[src/design/uartLinePkg.sv]
package uartLinePkg;

	// Oversample ticks per serial bit.
	localparam int OversampleRate = 16;

	// Receiver FSM states.
	typedef enum logic [2:0]
	{
		Idle,      // Line high and waiting for a start bit.
		StartBit,  // Falling edge seen and waiting for the bit center.
		DataBits,  // Data bits with the MSB first.
		ParityBit, // Even parity.
		StopBits,  // One or more stop bits.
		Done       // Result strobe for one cycle.
	} rxStateT;

	// Positions within the 3-bit error vector of a channel.
	localparam int ErrBreak = 0;
	localparam int ErrParity = 1;
	localparam int ErrFraming = 2;

endpackage

[src/design/rxChannel.sv]
`timescale 1ns/100ps

module rxChannel #(
	parameter int DataBits = 8,
	parameter int StopBits = 2
) (
	input  logic                Clk,
	input  logic                rstN,
	input  logic                sampleTick,
	input  logic                rxSync,
	output logic                lineIdle,
	output logic                frameDone,
	output logic                frameOk,
	output logic [DataBits-1:0] frameData,
	output logic [2:0]          frameErr
);

	localparam int PhaseWidth = $clog2(uartLinePkg::OversampleRate);
	localparam int MaxBits = (DataBits > StopBits) ? DataBits : StopBits;
	localparam int CountWidth = $clog2(MaxBits + 1);
	localparam logic [PhaseWidth-1:0] HalfBit =
		PhaseWidth'(uartLinePkg::OversampleRate / 2 - 1);
	localparam logic [PhaseWidth-1:0] FullBit =
		PhaseWidth'(uartLinePkg::OversampleRate - 1);
	localparam logic [CountWidth-1:0] LastData = CountWidth'(DataBits - 1);
	localparam logic [CountWidth-1:0] LastStop = CountWidth'(StopBits - 1);

	uartLinePkg::rxStateT  state;
	logic [PhaseWidth-1:0] phase;    // Ticks since the last sample point.
	logic [CountWidth-1:0] bitCount;
	logic [DataBits-1:0]   shiftReg;
	logic                  parityReg;
	logic [StopBits-1:0]   stopReg;
	logic                  sampleNow;
	logic                  framingErr;

	// Start bit is confirmed at half a bit and the rest at full bit spacing.
	assign sampleNow = sampleTick &&
		((state == uartLinePkg::StartBit) ? (phase == HalfBit) : (phase == FullBit));

	always_ff @(posedge Clk or negedge rstN)
	begin
		if (!rstN)
		begin
			state <= uartLinePkg::Idle;
			phase <= '0;
			bitCount <= '0;
		end
		else
		begin
			if (state == uartLinePkg::Idle || sampleNow)
				phase <= '0;
			else if (sampleTick)
				phase <= phase + 1'b1;

			case (state)
				uartLinePkg::Idle:
					if (sampleTick && !rxSync)
						state <= uartLinePkg::StartBit;
				uartLinePkg::StartBit:
					if (sampleNow)
					begin
						bitCount <= '0;
						if (rxSync)
							state <= uartLinePkg::Idle; // Glitch and not a start bit.
						else
							state <= uartLinePkg::DataBits;
					end
				uartLinePkg::DataBits:
					if (sampleNow)
					begin
						if (bitCount == LastData)
						begin
							bitCount <= '0;
							state <= uartLinePkg::ParityBit;
						end
						else
							bitCount <= bitCount + 1'b1;
					end
				uartLinePkg::ParityBit:
					if (sampleNow)
						state <= uartLinePkg::StopBits;
				uartLinePkg::StopBits:
					if (sampleNow)
					begin
						if (bitCount == LastStop)
						begin
							bitCount <= '0;
							state <= uartLinePkg::Done;
						end
						else
							bitCount <= bitCount + 1'b1;
					end
				default:
					state <= uartLinePkg::Idle; // Done lasts one cycle.
			endcase
		end
	end

	// Sampled bits land in the same clock as their sample point.
	always_ff @(posedge Clk)
	begin
		if (sampleNow)
		begin
			case (state)
				uartLinePkg::DataBits:
					shiftReg <= (shiftReg << 1) | DataBits'(rxSync);
				uartLinePkg::ParityBit:
					parityReg <= rxSync;
				uartLinePkg::StopBits:
					stopReg <= (stopReg << 1) | StopBits'(rxSync);
				default:
					;
			endcase
		end
	end

	assign framingErr = (stopReg != '1);

	assign frameErr[uartLinePkg::ErrFraming] = framingErr;
	assign frameErr[uartLinePkg::ErrParity] = (parityReg != ^shiftReg); // Even parity.
	assign frameErr[uartLinePkg::ErrBreak] = framingErr && (shiftReg == '0);

	// Good stop bits and matching parity.
	assign frameOk = (stopReg == '1) && (parityReg == ^shiftReg);
	assign frameData = shiftReg;
	assign frameDone = (state == uartLinePkg::Done);
	assign lineIdle = (state == uartLinePkg::Idle);

	assert property (@(posedge Clk) disable iff (!rstN) frameDone |=> lineIdle)
	else
		$error("Channel not idle after Done");

	assert property (@(posedge Clk) disable iff (!rstN) frameDone |-> !$isunknown(frameData))
	else
		$error("Unknown frameData on frameDone");

	assert property (@(posedge Clk) disable iff (!rstN)
		frameDone |-> (frameOk == (frameErr == 3'b000)))
	else
		$error("frameOk disagrees with frameErr");

endmodule

[config.mk]
export PLATFORM = sky130hd
export DESIGN_NAME = rxChannel
export DESIGN_NICKNAME = d
export VERILOG_FILES = /design/src/design/uartLinePkg.sv /design/src/design/rxChannel.sv
export SDC_FILE = /design/constraint.sdc
export NUM_CORES = 1
export LEC_CHECK = 0
export CORE_MARGIN = 2
export CORE_UTILIZATION = 50
export DETAILED_ROUTE_END_ITERATION = 10
export DONT_BUFFER_PORTS = 1
export PLACE_DENSITY = 0.68
export SLEW_MARGIN = 20
export SYNTH_ARGS = -nofsm -noshare
export SYNTH_HDL_FRONTEND = slang
export SYNTH_SLANG_ARGS = --single-unit
[constraint.sdc]
create_clock -name Clk -period 1.6 [get_ports Clk]
set_input_delay 0.24 -clock Clk [delete_from_list [all_inputs] [get_ports Clk]]
set_output_delay 0.24 -clock Clk [all_outputs]
set_load 0.03 [all_outputs]
==> results.yml <==
sta:
  tightest_slew_ns: 0.506
  setup_viol: 2
  grt_setup_unrepaired: "true"
  final_max_slew_viol_count: 0
  period_minus_slack_ns: 2.01
  fin_skew_ns: 0.00156
  relSlewSlack_pct: 66.1
  fin_ws_ns: -0.405
  fmax_ghz: 0.499
  fin_crit_sh_pct: 125
  hold_violations: 0
  hold-worst-slack_ns: 0.0202
logic_synthesis:
  synth_compound_area_share_pct: 12.9
  synth.yosys.warnings: 0
  synth_seq_area_share_pct: 48.8
  synth_top_flop_cell: "edfxtp_1"
  ys_types: 35
  synth_area_per_cell_sq_um: 10.8
  synth_fa_ha_area_share_pct: 7.06
  muxShareOfSynthArea_pct: 0
  synth_nets: 126
  mappedNetlistArea_sq_mm: 0.00124
  synth_edf_count: 11
  ys_async_sr_fraction_pct: 50.0
  synth_seq_cells: 22
  synth-simple-area-share_pct: 17.1
  synth-xor-area-share_pct: 6.36
  synth_top_family_by_area: "simple AND/OR/NAND/NOR gates"
  synthCells: 115
place:
  dpl.cell_count: 155
  placed_cell_area_sq_mm: 0.00138
  place_ws_ns: -0.104
  dp_hpwl_um: 1670
  io_buffers: 0
  globalplace.congestion: 0.856
global_routing:
  grt_pass1_vias: 891
  antenna_found_initial: 0
  grt_usage_pct: 18.1
  grt_pass1_wl_um: 3690
  grt_max_degree: 13
  overflow: 0
finish:
  multiInputGateArea_sq_um: 672
  final_cell_mix: "22 x buf_4, 11 x edfxtp_1, 9 x dfrtp_1, 8 x inv_1, 7 x nand2_1"
  layout.nets: 152
  layout_commonest_cell: "buf_4"
  n_fill_cell: 185
  layout.cells.non_filler: 170
  finalInstanceArea_sq_mm: 0.00163
  drive_above_1_share_pct: 40.7
  n_antenna_cell: 0
  ff_latch_area_sq_um: 608
  area_growth_pct: 31.2
floorplan:
  row_count: 18
  ios: 18
  fp.dieW_um: 53.8
  die-area_sq_mm: 0.00289
  fp.dieH_um: 53.8
  initial_core_util_pct: 51.5
  core_area_sq_mm: 0.00241
routing:
  antenna_left: 0
  dr.pass1.iters: 4
  drcViolationCount: 0
  routed_wl_um: 2540
  first_iter_violations: 8
  viasPerCell: 5.47
  vias: 930
  wl_per_cell_um: 14.9
run_status:
  violations: "negative setup slack"
  outcome: "finished, violations left"
pwr:
  p_per_area_mw_per_mm2: 834
  p_leak_nw: 0.653
  peakVddDrop_mv: 0.793
setup_path:
  startpoint_type: "register"
  critPathArrivalTime_ns: 1.77
  critical_path_class: "register to primary output"
  crit_path_end_kind: "primary output"
  required_ns: 1.36
  path_max_fanout: 2
clocking:
  cts.sinks: 22
  clk_pin_slew_ns: 0.12
  htree_levels: 1
  cts_tree: "built"
  root_buffer: "clkbuf_4"
  cts_buffer_depth: 2
  cts-buffers-inserted: 3
  clk_latency_ns: 0.30
worst_hold_path:
  hold_class: "input port to register"
run:
  cap_viol_max_count: 0
## cell usage after synthesis, drive strengths merged (2+ instances only)
| cell type | count | area share (%) |
|---|---|---|
| edfxtp | 11 | 27 |
| nor2 | 7 | 2.1 |
| and3b | 2 | 1.4 |
| nand4 | 3 | 1.5 |
| nand2b | 3 | 1.5 |
| xnor2 | 5 | 3.5 |
| o22ai | 3 | 1.5 |
| xor2 | 4 | 2.8 |
| nand3 | 5 | 2.0 |
| nand2 | 7 | 2.1 |
| a21oi | 4 | 2.2 |
| inv | 14 | 4.2 |
| ha | 7 | 7.1 |
| dfrtp | 11 | 22 |
| o21ai | 7 | 2.8 |
| o32ai | 2 | 2.0 |
| nor3 | 2 | 0.81 |
| buf | 6 | 3.5 |
## final cells by class
type                       instances  area share (%)
multi-input combinational         73            41.3
sequential                        22            37.4
timing repair buffer              27            13.5
inverter                          14            3.23
tap                               30            2.31
clock buffer                       4            2.23
## sequential cells by signal, indices dropped and copies added (netlist names)
signal,count
bitCount,4
frameData,8
parityReg,1
phase,4
state,3
stopReg,2
## routing by layer
layer / up-vias / global-route usage, % / share of wire [%]
met2: 21 / 32.7 / 51
met4: 0 / 7.69 / 1.4
met1: 451 / 20.4 / 43
met5: - / 0 / 0
li1: 453 / - / -
met3: 5 / 3.61 / 4.5
## report_power, final
group / total (mW) / switching (mW) / internal (mW) / leakage [nW]
clock: 0.306 / 0.167 / 0.139 / 0.0210
combinational: 0.282 / 0.138 / 0.143 / 0.406
sequential: 0.769 / 0.102 / 0.667 / 0.225
total: 1.36 / 0.407 / 0.950 / 0.653
## logic make-up after synthesis
group                    count (synthesis)
AO/OA/AOI/OAI                           21
XOR/XNOR                                 9
adder cells (fa/ha/maj)                  7
buffers and inverters                   20
flip-flops                              22
AND/OR/NAND/NOR                         36
## worst max-delay path: stages (launching register included)
cell and delay (ns):
edfxtp_1 0.43, inv_2 0.10, ha_4 0.22, xnor2_4 0.15
xnor2_2 0.15, xnor2_2 0.24, buf_6 0.18
## through the flow
stage	total power [mW]	util (%)	TNS [ns]
after detailed placement	1.03	57.2	-0.171
after floorplan	1.00	-	-0.631
after global placement	1.01	57.2	-0.0630
after CTS	1.33	63.2	-0.767
after global routing	1.44	67.5	-0.966
final	1.36	67.5	-0.790
## path summary, 6_finish.rpt
check	endpoint	slack, ns	cells after the start	startpoint
worst max-delay path	frameErr[1]	-0.41	6	frameData[4]
worst min-delay path	stopReg[0]	0.02	0	rxSync
worst max register to register	frameData[2]	0.07	4	phase[1]
worst min register to register	bitCount[1]	0.57	2	bitCount[1]
max in group asynchronous	state[2]	0.91	1	rstN
min in group asynchronous	bitCount[2]	0.32	1	rstN
## what timing repair did
| action | in CTS | in global routing |
|---|---|---|
| pin swaps | 4 | 6 |
| endpoints found under the setup margin | 2 | 17 |
| resized for setup | 10 | 14 |
| setup buffers | 3 | 7 |
| endpoints found under the hold margin | 11 | 0 |
| hold buffers | 1 | 0 |
Note: power is estimated with default switching activity, not from simulation.
