`src/design/rxLineFront.sv`:
```
`timescale 1ns/100ps

module rxLineFront #(
	parameter int Channels = 4,
	parameter int ClksPerTick = 2
) (
	input  logic                Clk,
	input  logic                rstN,
	input  logic [Channels-1:0] rxLine,
	output logic [Channels-1:0] rxSync,
	output logic                sampleTick
);

	localparam int TickWidth = (ClksPerTick > 1) ? $clog2(ClksPerTick) : 1;
	localparam logic [TickWidth-1:0] TickLast = TickWidth'(ClksPerTick - 1);

	logic [Channels-1:0]  syncMeta; // First synchronizer stage.
	logic [TickWidth-1:0] tickCount;

	// Two-flop synchronizer per line with a high idle level.
	always_ff @(posedge Clk or negedge rstN)
	begin
		if (!rstN)
		begin
			syncMeta <= '1;
			rxSync <= '1;
		end
		else
		begin
			syncMeta <= rxLine;
			rxSync <= syncMeta;
		end
	end

	// Free-running oversample divider.
	always_ff @(posedge Clk or negedge rstN)
	begin
		if (!rstN)
			tickCount <= '0;
		else if (tickCount == TickLast)
			tickCount <= '0;
		else
			tickCount <= tickCount + 1'b1;
	end

	assign sampleTick = (tickCount == TickLast); // Shared by all channels.

	// The divider must leave a gap between ticks.
	assert property (@(posedge Clk) disable iff (!rstN)
		(ClksPerTick > 1) && sampleTick |=> !sampleTick)
	else
		$error("sampleTick high in two consecutive cycles");

endmodule

```
`config.mk`:
```
export PLATFORM = sky130hd
export DESIGN_NAME = rxLineFront
export DESIGN_NICKNAME = d
export VERILOG_FILES = /design/src/design/rxLineFront.sv
export SDC_FILE = /design/constraint.sdc
export NUM_CORES = 1
export LEC_CHECK = 0
export ABC_CLOCK_PERIOD_IN_PS = 800
export BUFFER_PORTS_ARGS = -buffer_cell sky130_fd_sc_hd__buf_2
export CAP_MARGIN = 20
export CORE_AREA = 3 3 40 42
export DETAILED_ROUTE_END_ITERATION = 8
export DIE_AREA = 0 0 43 45
export PLACE_DENSITY_LB_ADDON = 0.05
export SYNTH_ARGS = -nofsm -noshare
export SYNTH_HDL_FRONTEND = slang
export SYNTH_SLANG_ARGS = --single-unit
```
`constraint.sdc`:
```
create_clock -name Clk -period 0.8 [get_ports Clk]
set_input_delay 0.08 -clock Clk [delete_from_list [all_inputs] [get_ports Clk]]
set_output_delay 0.08 -clock Clk [all_outputs]
set_load 0.03 [all_outputs]
```
==> results list, run 1 <==
- Area growth from synthesis to final layout: 77.49%
- The repair_antennas step left the layout with diodes totalling 0.
- Number of cell instances on the worst register-to-register path: 2
* Vias in the first global route: between 150 and 200
- Counting flops and latches in the post-synthesis netlist gives 9.
* Most frequently used flop master after synthesis: sky130_fd_sc_hd__dfstp_2
- The first routing iteration left 0 violations.
* Setup violations, final: 5
- The count of nets left with antenna violations once routing finished came out at 0.
- Layout fillers: 124
- For the pin with the worst max-slew slack, the measured transition is approximately 0.18 ns.
* DRC: 0
* Element type at the critical path start: register
- CTS built an H-tree with a depth of 1.
* Top cell family by delay on the critical path: flip-flops
* Setup repair after global routing missed its margin: yes
* Synth Cell Area: 239.0 um^2
* Post-Syn Instances: 10
- Width of the die: about 43 um
- Sequential elements use 98.43% of the synthesized area.
- Routed wire length: 345 um
- Once layout is done, the placed cells without fillers occupy 424.2 um^2.
* Hold Vio Cnt, Final: 0
* Number of pins with negative max-slew slack in the final report: 0
- CTS tree: built
- Category of the most critical setup path: register to primary output
- The path class of the tightest hold or removal check is primary input to asynchronous set/reset pin.
- STA puts the critical path data required time at 0.72 ns.
- Die Outline Area: between 1500 and 2000 um^2
- Failing checks: negative setup slack
- TritonCTS buffer count: 3
- Highest net fanout along the worst path: 1
* Routability congestion estimate: 0.6009
* Multi-In Gates: 0
* Number of violations of the max-capacitance limit: 0
- After detailed routing, the wire length on met1 is 146 um.
- The commonest cells after synthesis are 8 x sky130_fd_sc_hd__dfstp_2, 1 x sky130_fd_sc_hd__dfrtp_1, 1 x sky130_fd_sc_hd__inv_1.
- Max frequency: 1022 MHz
* Share of layout cells above drive strength 1: 76.67%
* Initial DRT Pass Iterations: 1
- Total area of multi-input combinational cells: 0 um^2
* Inst Count DP: 35
- Once routing completed, OpenROAD measured the worst setup slack at -0.1780 ns.
* Die Height: around 45 um
* Worst Skew: around 0.0018 ns
* Met2 routed WL: 128 um
- Biggest area consumer among synthesized cells: sky130_fd_sc_hd__dfstp_2
- Final std cells w/o fill: 45
- The core region is 1285 um^2.
* Clock-pin slew on the worst setup and hold paths: ~0.06 ns
* Total GRT Usage: 4.814%
* Total vias in the final route: 136
- Initial standard-cell utilization of the core: 18.60%
- After detailed routing, the number of vias per cell comes to 3.022.
* Number of distinct standard cells referenced by the synthesized netlist: 3
- In the final design database the tool counted 37 nets.
- Entering global routing, the biggest net connects 10 pins.
- I/O pin count: 11
* Final period utilization: 122.3%
- Prior to clock tree synthesis, the placed netlist has a worst setup slack of 0.04124 ns.
- CTS placed an instance of sky130_fd_sc_hd__clkbuf_4 at the clock tree root.
- For the finished layout, the period the worst path requires is 0.9780 ns.
- The first global-routing pass estimated 572 um of wire.
* Post-DR wirelength/cell: 7.667 um
* Area contributors post-synth: sky130_fd_sc_hd__dfstp_2 88%, sky130_fd_sc_hd__dfrtp_1 10%, sky130_fd_sc_hd__inv_1 1.6%
- Number of enable-type register cells in the synthesized netlist: 0
- At the worst endpoint, the arrival time is about 0.90 ns.
- Buffers placed on the I/O ports in this run total 10.
* Worst path slowest cell: sky130_fd_sc_hd__dfstp_2
* Result of the run: finished with violations
- In the detailed route, the total length drawn on met3 is 63 um.
* Reg-to-reg startpoint: sampleTick$_DFF_PN0_
- In this run the power density over the cells is 2157 nW/um^2.
- Critical path endpoint category: primary output
- GRT Residual Overflow: 0
* Most common cell in the synthesized netlist: sky130_fd_sc_hd__dfstp_2
- Summing all placed instances gives a cell area of a little over 300 um^2.
* Top-area cell type share of the netlist area: ~88%
- Net count after synthesis: 16
- Max-slew headroom at the worst pin: about 88%
* Register-to-register setup slack: 0.19 ns
* Crit path cell chain: buf_6
- In this run the mean area of a mapped cell was 23.90 um^2.
- Highest Signal Layer: met4
- The later pin in the worst-skew pair is clocked with a latency of 0.25 ns.
- For this run, the number of Yosys warnings is 0.
* Share of synthesized registers carrying an async set or reset: 100.0%
- In this design, the stage delay of the slowest critical-path cell is 0.52 ns.
- Placement Rows: 13
- End of the worst register-to-register path: sampleTick$_DFF_PN0_
* Number of antenna violations at the first check in global routing: 0
- Number of clock sinks: 9
- Final Total Pwr: 914.9 uW
- Register cell area after layout: 235.2 um^2
* Max VDD drop: 1.023 mV
* Buffers & Inverters on Critical Path: 1
- In this run the deepest clock path goes through 2 buffers.
- In this run the static leakage power is 0.1964 nW.
[worst reg2reg max path, cell delays in order, from the launching register on]
cell and delay (ns):
sky130_fd_sc_hd__dfrtp_1 0.38, sky130_fd_sc_hd__buf_4 0.13, sky130_fd_sc_hd__inv_1 0.04
[worst max-delay path by stage]
stage,from,end,slack (ns),cells after the start
global route,rxSync[3]$_DFF_PN1_,rxSync[3],-0.22,1
finish,rxSync[0]$_DFF_PN1_,rxSync[0],-0.18,1
global placement,rxSync[2]$_DFF_PN1_,rxSync[2],0.04,1
floorplan,sampleTick$_DFF_PN0_,sampleTick$_DFF_PN0_,0.13,1
CTS,rxSync[2]$_DFF_PN1_,rxSync[2],-0.20,1
detailed placement,rxSync[2]$_DFF_PN1_,rxSync[2],0.04,1
[flip-flops by register name (all words and copies together) (netlist names)]
signal,flops
syncMeta,4
rxSync,4
sampleTick,1
[layer usage]
| metal | up-vias | global-route usage, % |
|---|---|---|
| li1 | 71 | - |
| met1 | 52 | 3.769 |
| met2 | 11 | 5.988 |
| met3 | 2 | 3.984 |
| met4 | 0 | 7.229 |
| met5 | - | 0 |
[cell usage in the layout (no fill, tap or decap), drive strengths merged]
| cell | Yosys | layout |
|---|---|---|
| dfrtp | 1 | 1 |
| inv | 1 | 1 |
| clkbuf | 0 | 3 |
| dlygate4sd3 | 0 | 5 |
| clkinv | 0 | 1 |
| buf | 0 | 11 |
| dfstp | 8 | 8 |
[cells by family (layout without fill, tap and decap cells)]
kind of cell	after synthesis	after routing	synth area share [%]
flip-flops	9	9	98.43
buffers and inverters	1	21	1.569
[layout make-up]
| type | instances | share of cell area (%) |
|---|---|---|
| Clock buffer | 3 | 5.310 |
| Clock inverter | 1 | 1.180 |
| Inverter | 1 | 0.8850 |
| Sequential cell | 9 | 55.46 |
| Tap cell | 15 | 4.425 |
| Timing Repair Buffer | 16 | 32.74 |
[report_power, final]
part | total, mW | internal [mW] | switching (mW)
Clock | 0.334 | 0.184 | 0.150
Combinational | 0.0818 | 0.0438 | 0.0380
Sequential | 0.499 | 0.492 | 0.00715
[what timing repair did]
item,in CTS,in global routing
pin swaps,0,0
setup endpoints to repair,5,5
hold endpoints to repair,13,0
hold buffers,5,0
resized for setup,10,0
setup buffers,0,1
[stage by stage]
stage / hold WS, ns / TNS [ns] / util, %
3_3_place_gp: -0.06420 / 0 / 23.95
3_5_place_dp: -0.06713 / 0 / 23.95
4_1_cts: 0.1972 / -0.8506 / 32.42
5_1_grt: 0.2197 / -0.9231 / 33.01
2_1_floorplan: -0.2156 / 0 / -
6_report: 0.2038 / -0.7635 / 33.01
Power figures use the tool's default switching activity.
==> inputs of run 2 (changes only) <==
TNS_END_PERCENT = 30   (was default)
==> run 2 against run 1 <==
  * The flow still finishes with violations (negative setup slack)
  * Combinational power barely moved
  * Core utilization fell by 0.58 points
  * Hold slack did not move
  * Global-route usage did not move
  * Final area fell by 1.8%
  * Register-to-register slack improved by 0.04 ns
==> results list, run 2 (synthesized netlist as in run 1, its figures left out) <==
* Final period utilization: 122.3% (unchanged)
- Final std cells w/o fill: 44 (was 45)
- The number of max-capacitance violations reported was 0 (unchanged).
- The global router's overall resource usage was 4.814% (unchanged).
- The largest incremental delay on the critical path is 0.52 ns (about the same).
* Drt initial violations: 0 (unchanged)
- The detailed-route wire length per cell was 7.864 um (was 7.667 um).
- GRT Residual Overflow: 0 (unchanged)
- Critical path endpoint category: primary output (unchanged)
- The first-pass iteration count of the detailed router is 1 (unchanged).
- The horizontal extent of the die is 43 um (unchanged).
- The number of antenna cells inserted was 0 (unchanged).
- The total CTS buffers came to 3 (unchanged).
- Element type at the critical path start: register (unchanged)
* Total area of multi-input combinational cells: 0 um^2 (unchanged)
- Slew at the pin with the worst max-slew slack: 0.1849 ns (unchanged)
- The area added between synthesis and finish is 74.35% (was 77.49%).
- The beginning of the worst register-to-register path was syncMeta[2]$_DFF_PN1_ (was sampleTick$_DFF_PN0_).
* Initial standard-cell utilization of the core: 18.60% (unchanged)
- The die area came to 1935 um^2 (unchanged).
* Max VDD drop: 1.023 mV (unchanged)
* Buffers & Inverters on Critical Path: 1 (unchanged)
- The initial antenna violation count came to 0 (unchanged).
* Category of the most critical setup path: register to primary output (unchanged)
- Cell leakage power: 0.1923 nW (was 0.1964 nW)
- The area inside the core boundary is 1285 um^2 (unchanged).
* Clock Root Buffer: sky130_fd_sc_hd__clkbuf_4 (unchanged)
- The number of remaining DRC errors came to 0 (unchanged).
- The number of buffers on the longest clock path came to 2 (unchanged).
* Routed wire length: 346 um (was 345 um)
- The insertion delay to the later sink of the worst-skew pair was 0.25 ns (about the same).
* Class of the tightest hold or removal check: primary input to asynchronous set/reset pin (unchanged)
- The arrival time of the worst setup path is 0.90 ns (about the same).
- Tmin final: 0.9780 ns (unchanged)
* Final worst-path setup slack: -0.1780 ns (unchanged)
- The final antenna-violating net count came to 0 (unchanged).
- End of the worst register-to-register path: rxSync[2]$_DFF_PN1_ (was sampleTick$_DFF_PN0_)
- The number of slew-limit violations in the final report was 0 (unchanged).
- Top library cells by usage in the layout, fill and taps aside: 8 x sky130_fd_sc_hd__dfstp_2, 5 x sky130_fd_sc_hd__dlygate4sd3_1, 5 x sky130_fd_sc_hd__buf_2, 5 x sky130_fd_sc_hd__buf_6, 3 x sky130_fd_sc_hd__clkbuf_4 (unchanged)
- The most common cell after layout, fill and taps aside is sky130_fd_sc_hd__dfstp_2 (unchanged).
- Layout Nets: 36 (was 37)
- The post-CTS repair timing setup buffer count was 0 (unchanged).
* Result of the run: finished with violations (unchanged)
- Global-route wire length before repair: 572 um (unchanged)
- Worst path slowest cell: sky130_fd_sc_hd__dfstp_2 (unchanged)
* CTS HTree Levels: 1 (unchanged)
* # port buffers: 10 (unchanged)
- Worst Skew: 0.001790 ns (unchanged)
- The number of multi-input combinational cells was 0 (unchanged).
- P per Cell Area: 2196 nW/um^2 (was 2157 nW/um^2)
- Share of layout cells above drive strength 1: 75.86% (was 76.67%)
* Die Height: 45 um (unchanged)
- The final count of negative-setup-slack endpoints is 5 (unchanged).
- Placement Rows: 13 (unchanged)
- The maximum fanout along the worst path came to 1 (unchanged).
- Top cell family by delay on the critical path: flip-flops (unchanged)
- Hold Vio Cnt, Final: 0 (unchanged)
- Number of clock sinks: 9 (unchanged)
- Inst Count DP: 35 (unchanged)
- Crit path cell chain: buf_6 (unchanged).
- Routability congestion estimate: 0.6009 (unchanged)
- Max frequency: 1022 MHz (unchanged)
- The worst-case reg-to-reg path depth came to 0 (was 2).
* Vias in the first global route: 156 (unchanged)
- Setup repair after global routing missed its margin: yes (unchanged)
- Max-slew headroom at the worst pin: 87.67% (unchanged)
* Util after Layout: 32.42% (was 33.01%)
- The clock tree from TritonCTS is built (unchanged).
- The number of top-level pins is 11 (unchanged).
* Average vias per placed instance: 3.000 (was 3.022)
- The routed via count came to 132 (was 136).
* Largest net degree at the start of global routing: 10 (unchanged)
- The critical path required time came to 0.72 ns (about the same).
- The layout filler cell count came to 125 (was 124).
- The setup slack of the most critical reg-to-reg path was 0.23 ns (was 0.19 ns).
- Clock-pin slew on the worst setup and hold paths: 0.06 ns (about the same)
* Failing checks: negative setup slack (unchanged)
[run 2: cell count changes in the layout (fill, tap and decap cells not counted), sizes merged]
cell,delta
buf,-1
[run 2: how the worst max path moves through the flow]
stage	slack (ns)	to	cells after the start	start
final	-0.18	rxSync[0]	1	rxSync[0]$_DFF_PN1_
after global routing	-0.22	rxSync[3]	1	rxSync[3]$_DFF_PN1_
after CTS	-0.20	rxSync[2]	1	rxSync[2]$_DFF_PN1_
after detailed placement	0.04	rxSync[2]	1	rxSync[2]$_DFF_PN1_
after global placement	0.04	rxSync[2]	1	rxSync[2]$_DFF_PN1_
after floorplan	0.13	sampleTick$_DFF_PN0_	1	sampleTick$_DFF_PN0_
[run 2: cell type report]
type | count | area, um^2 | area share (%)
sequential | 9 | 235.2 | 56.46
tap | 15 | 18.77 | 4.505
clock inverter | 1 | 5.005 | 1.201
timing repair buffer | 15 | 131.4 | 31.53
inverter | 1 | 3.754 | 0.9009
clock buffer | 3 | 22.52 | 5.405
[run 2: through the flow]
| step | setup TNS [ns] | instance area, um^2 | setup WS, ns | power (mW) | hold slack [ns] |
|---|---|---|---|---|---|
| finish | -0.7676 | 416.7 | -0.1780 | 0.9149 | 0.2038 |
| global route | -0.9297 | 416.7 | -0.2176 | 0.9704 | 0.2197 |
| CTS | -0.8506 | 416.7 | -0.1951 | 0.9390 | 0.1972 |
| detailed placement | 0 | 307.8 | 0.04124 | 0.5559 | -0.06713 |
| global placement | 0 | 307.8 | 0.03999 | 0.5564 | -0.06420 |
| floorplan | 0 | 239.0 | 0.1267 | 0.5267 | -0.2156 |
[run 2: report_power, final]
part           total (mW)  leakage (nW)  switching (mW)  internal (mW)
sequential          0.499        0.0934         0.00715          0.492
combinational      0.0818        0.0812          0.0380         0.0438
clock               0.334        0.0177           0.150          0.184
[run 2: layer usage]
layer / global-route usage [%] / wire (um) / vias up
met5: 0 / 0 / -
met4: 7.229 / 7 / 0
met3: 3.984 / 63 / 2
met2: 5.988 / 128 / 11
met1: 3.769 / 147 / 50
li1: - / - / 69
[run 2: repair_timing]
action | in CTS | in global routing
setup endpoints to repair | 5 | 5
hold endpoints to repair | 13 | 0
resized for setup | 10 | 0
hold buffers | 5 | 0
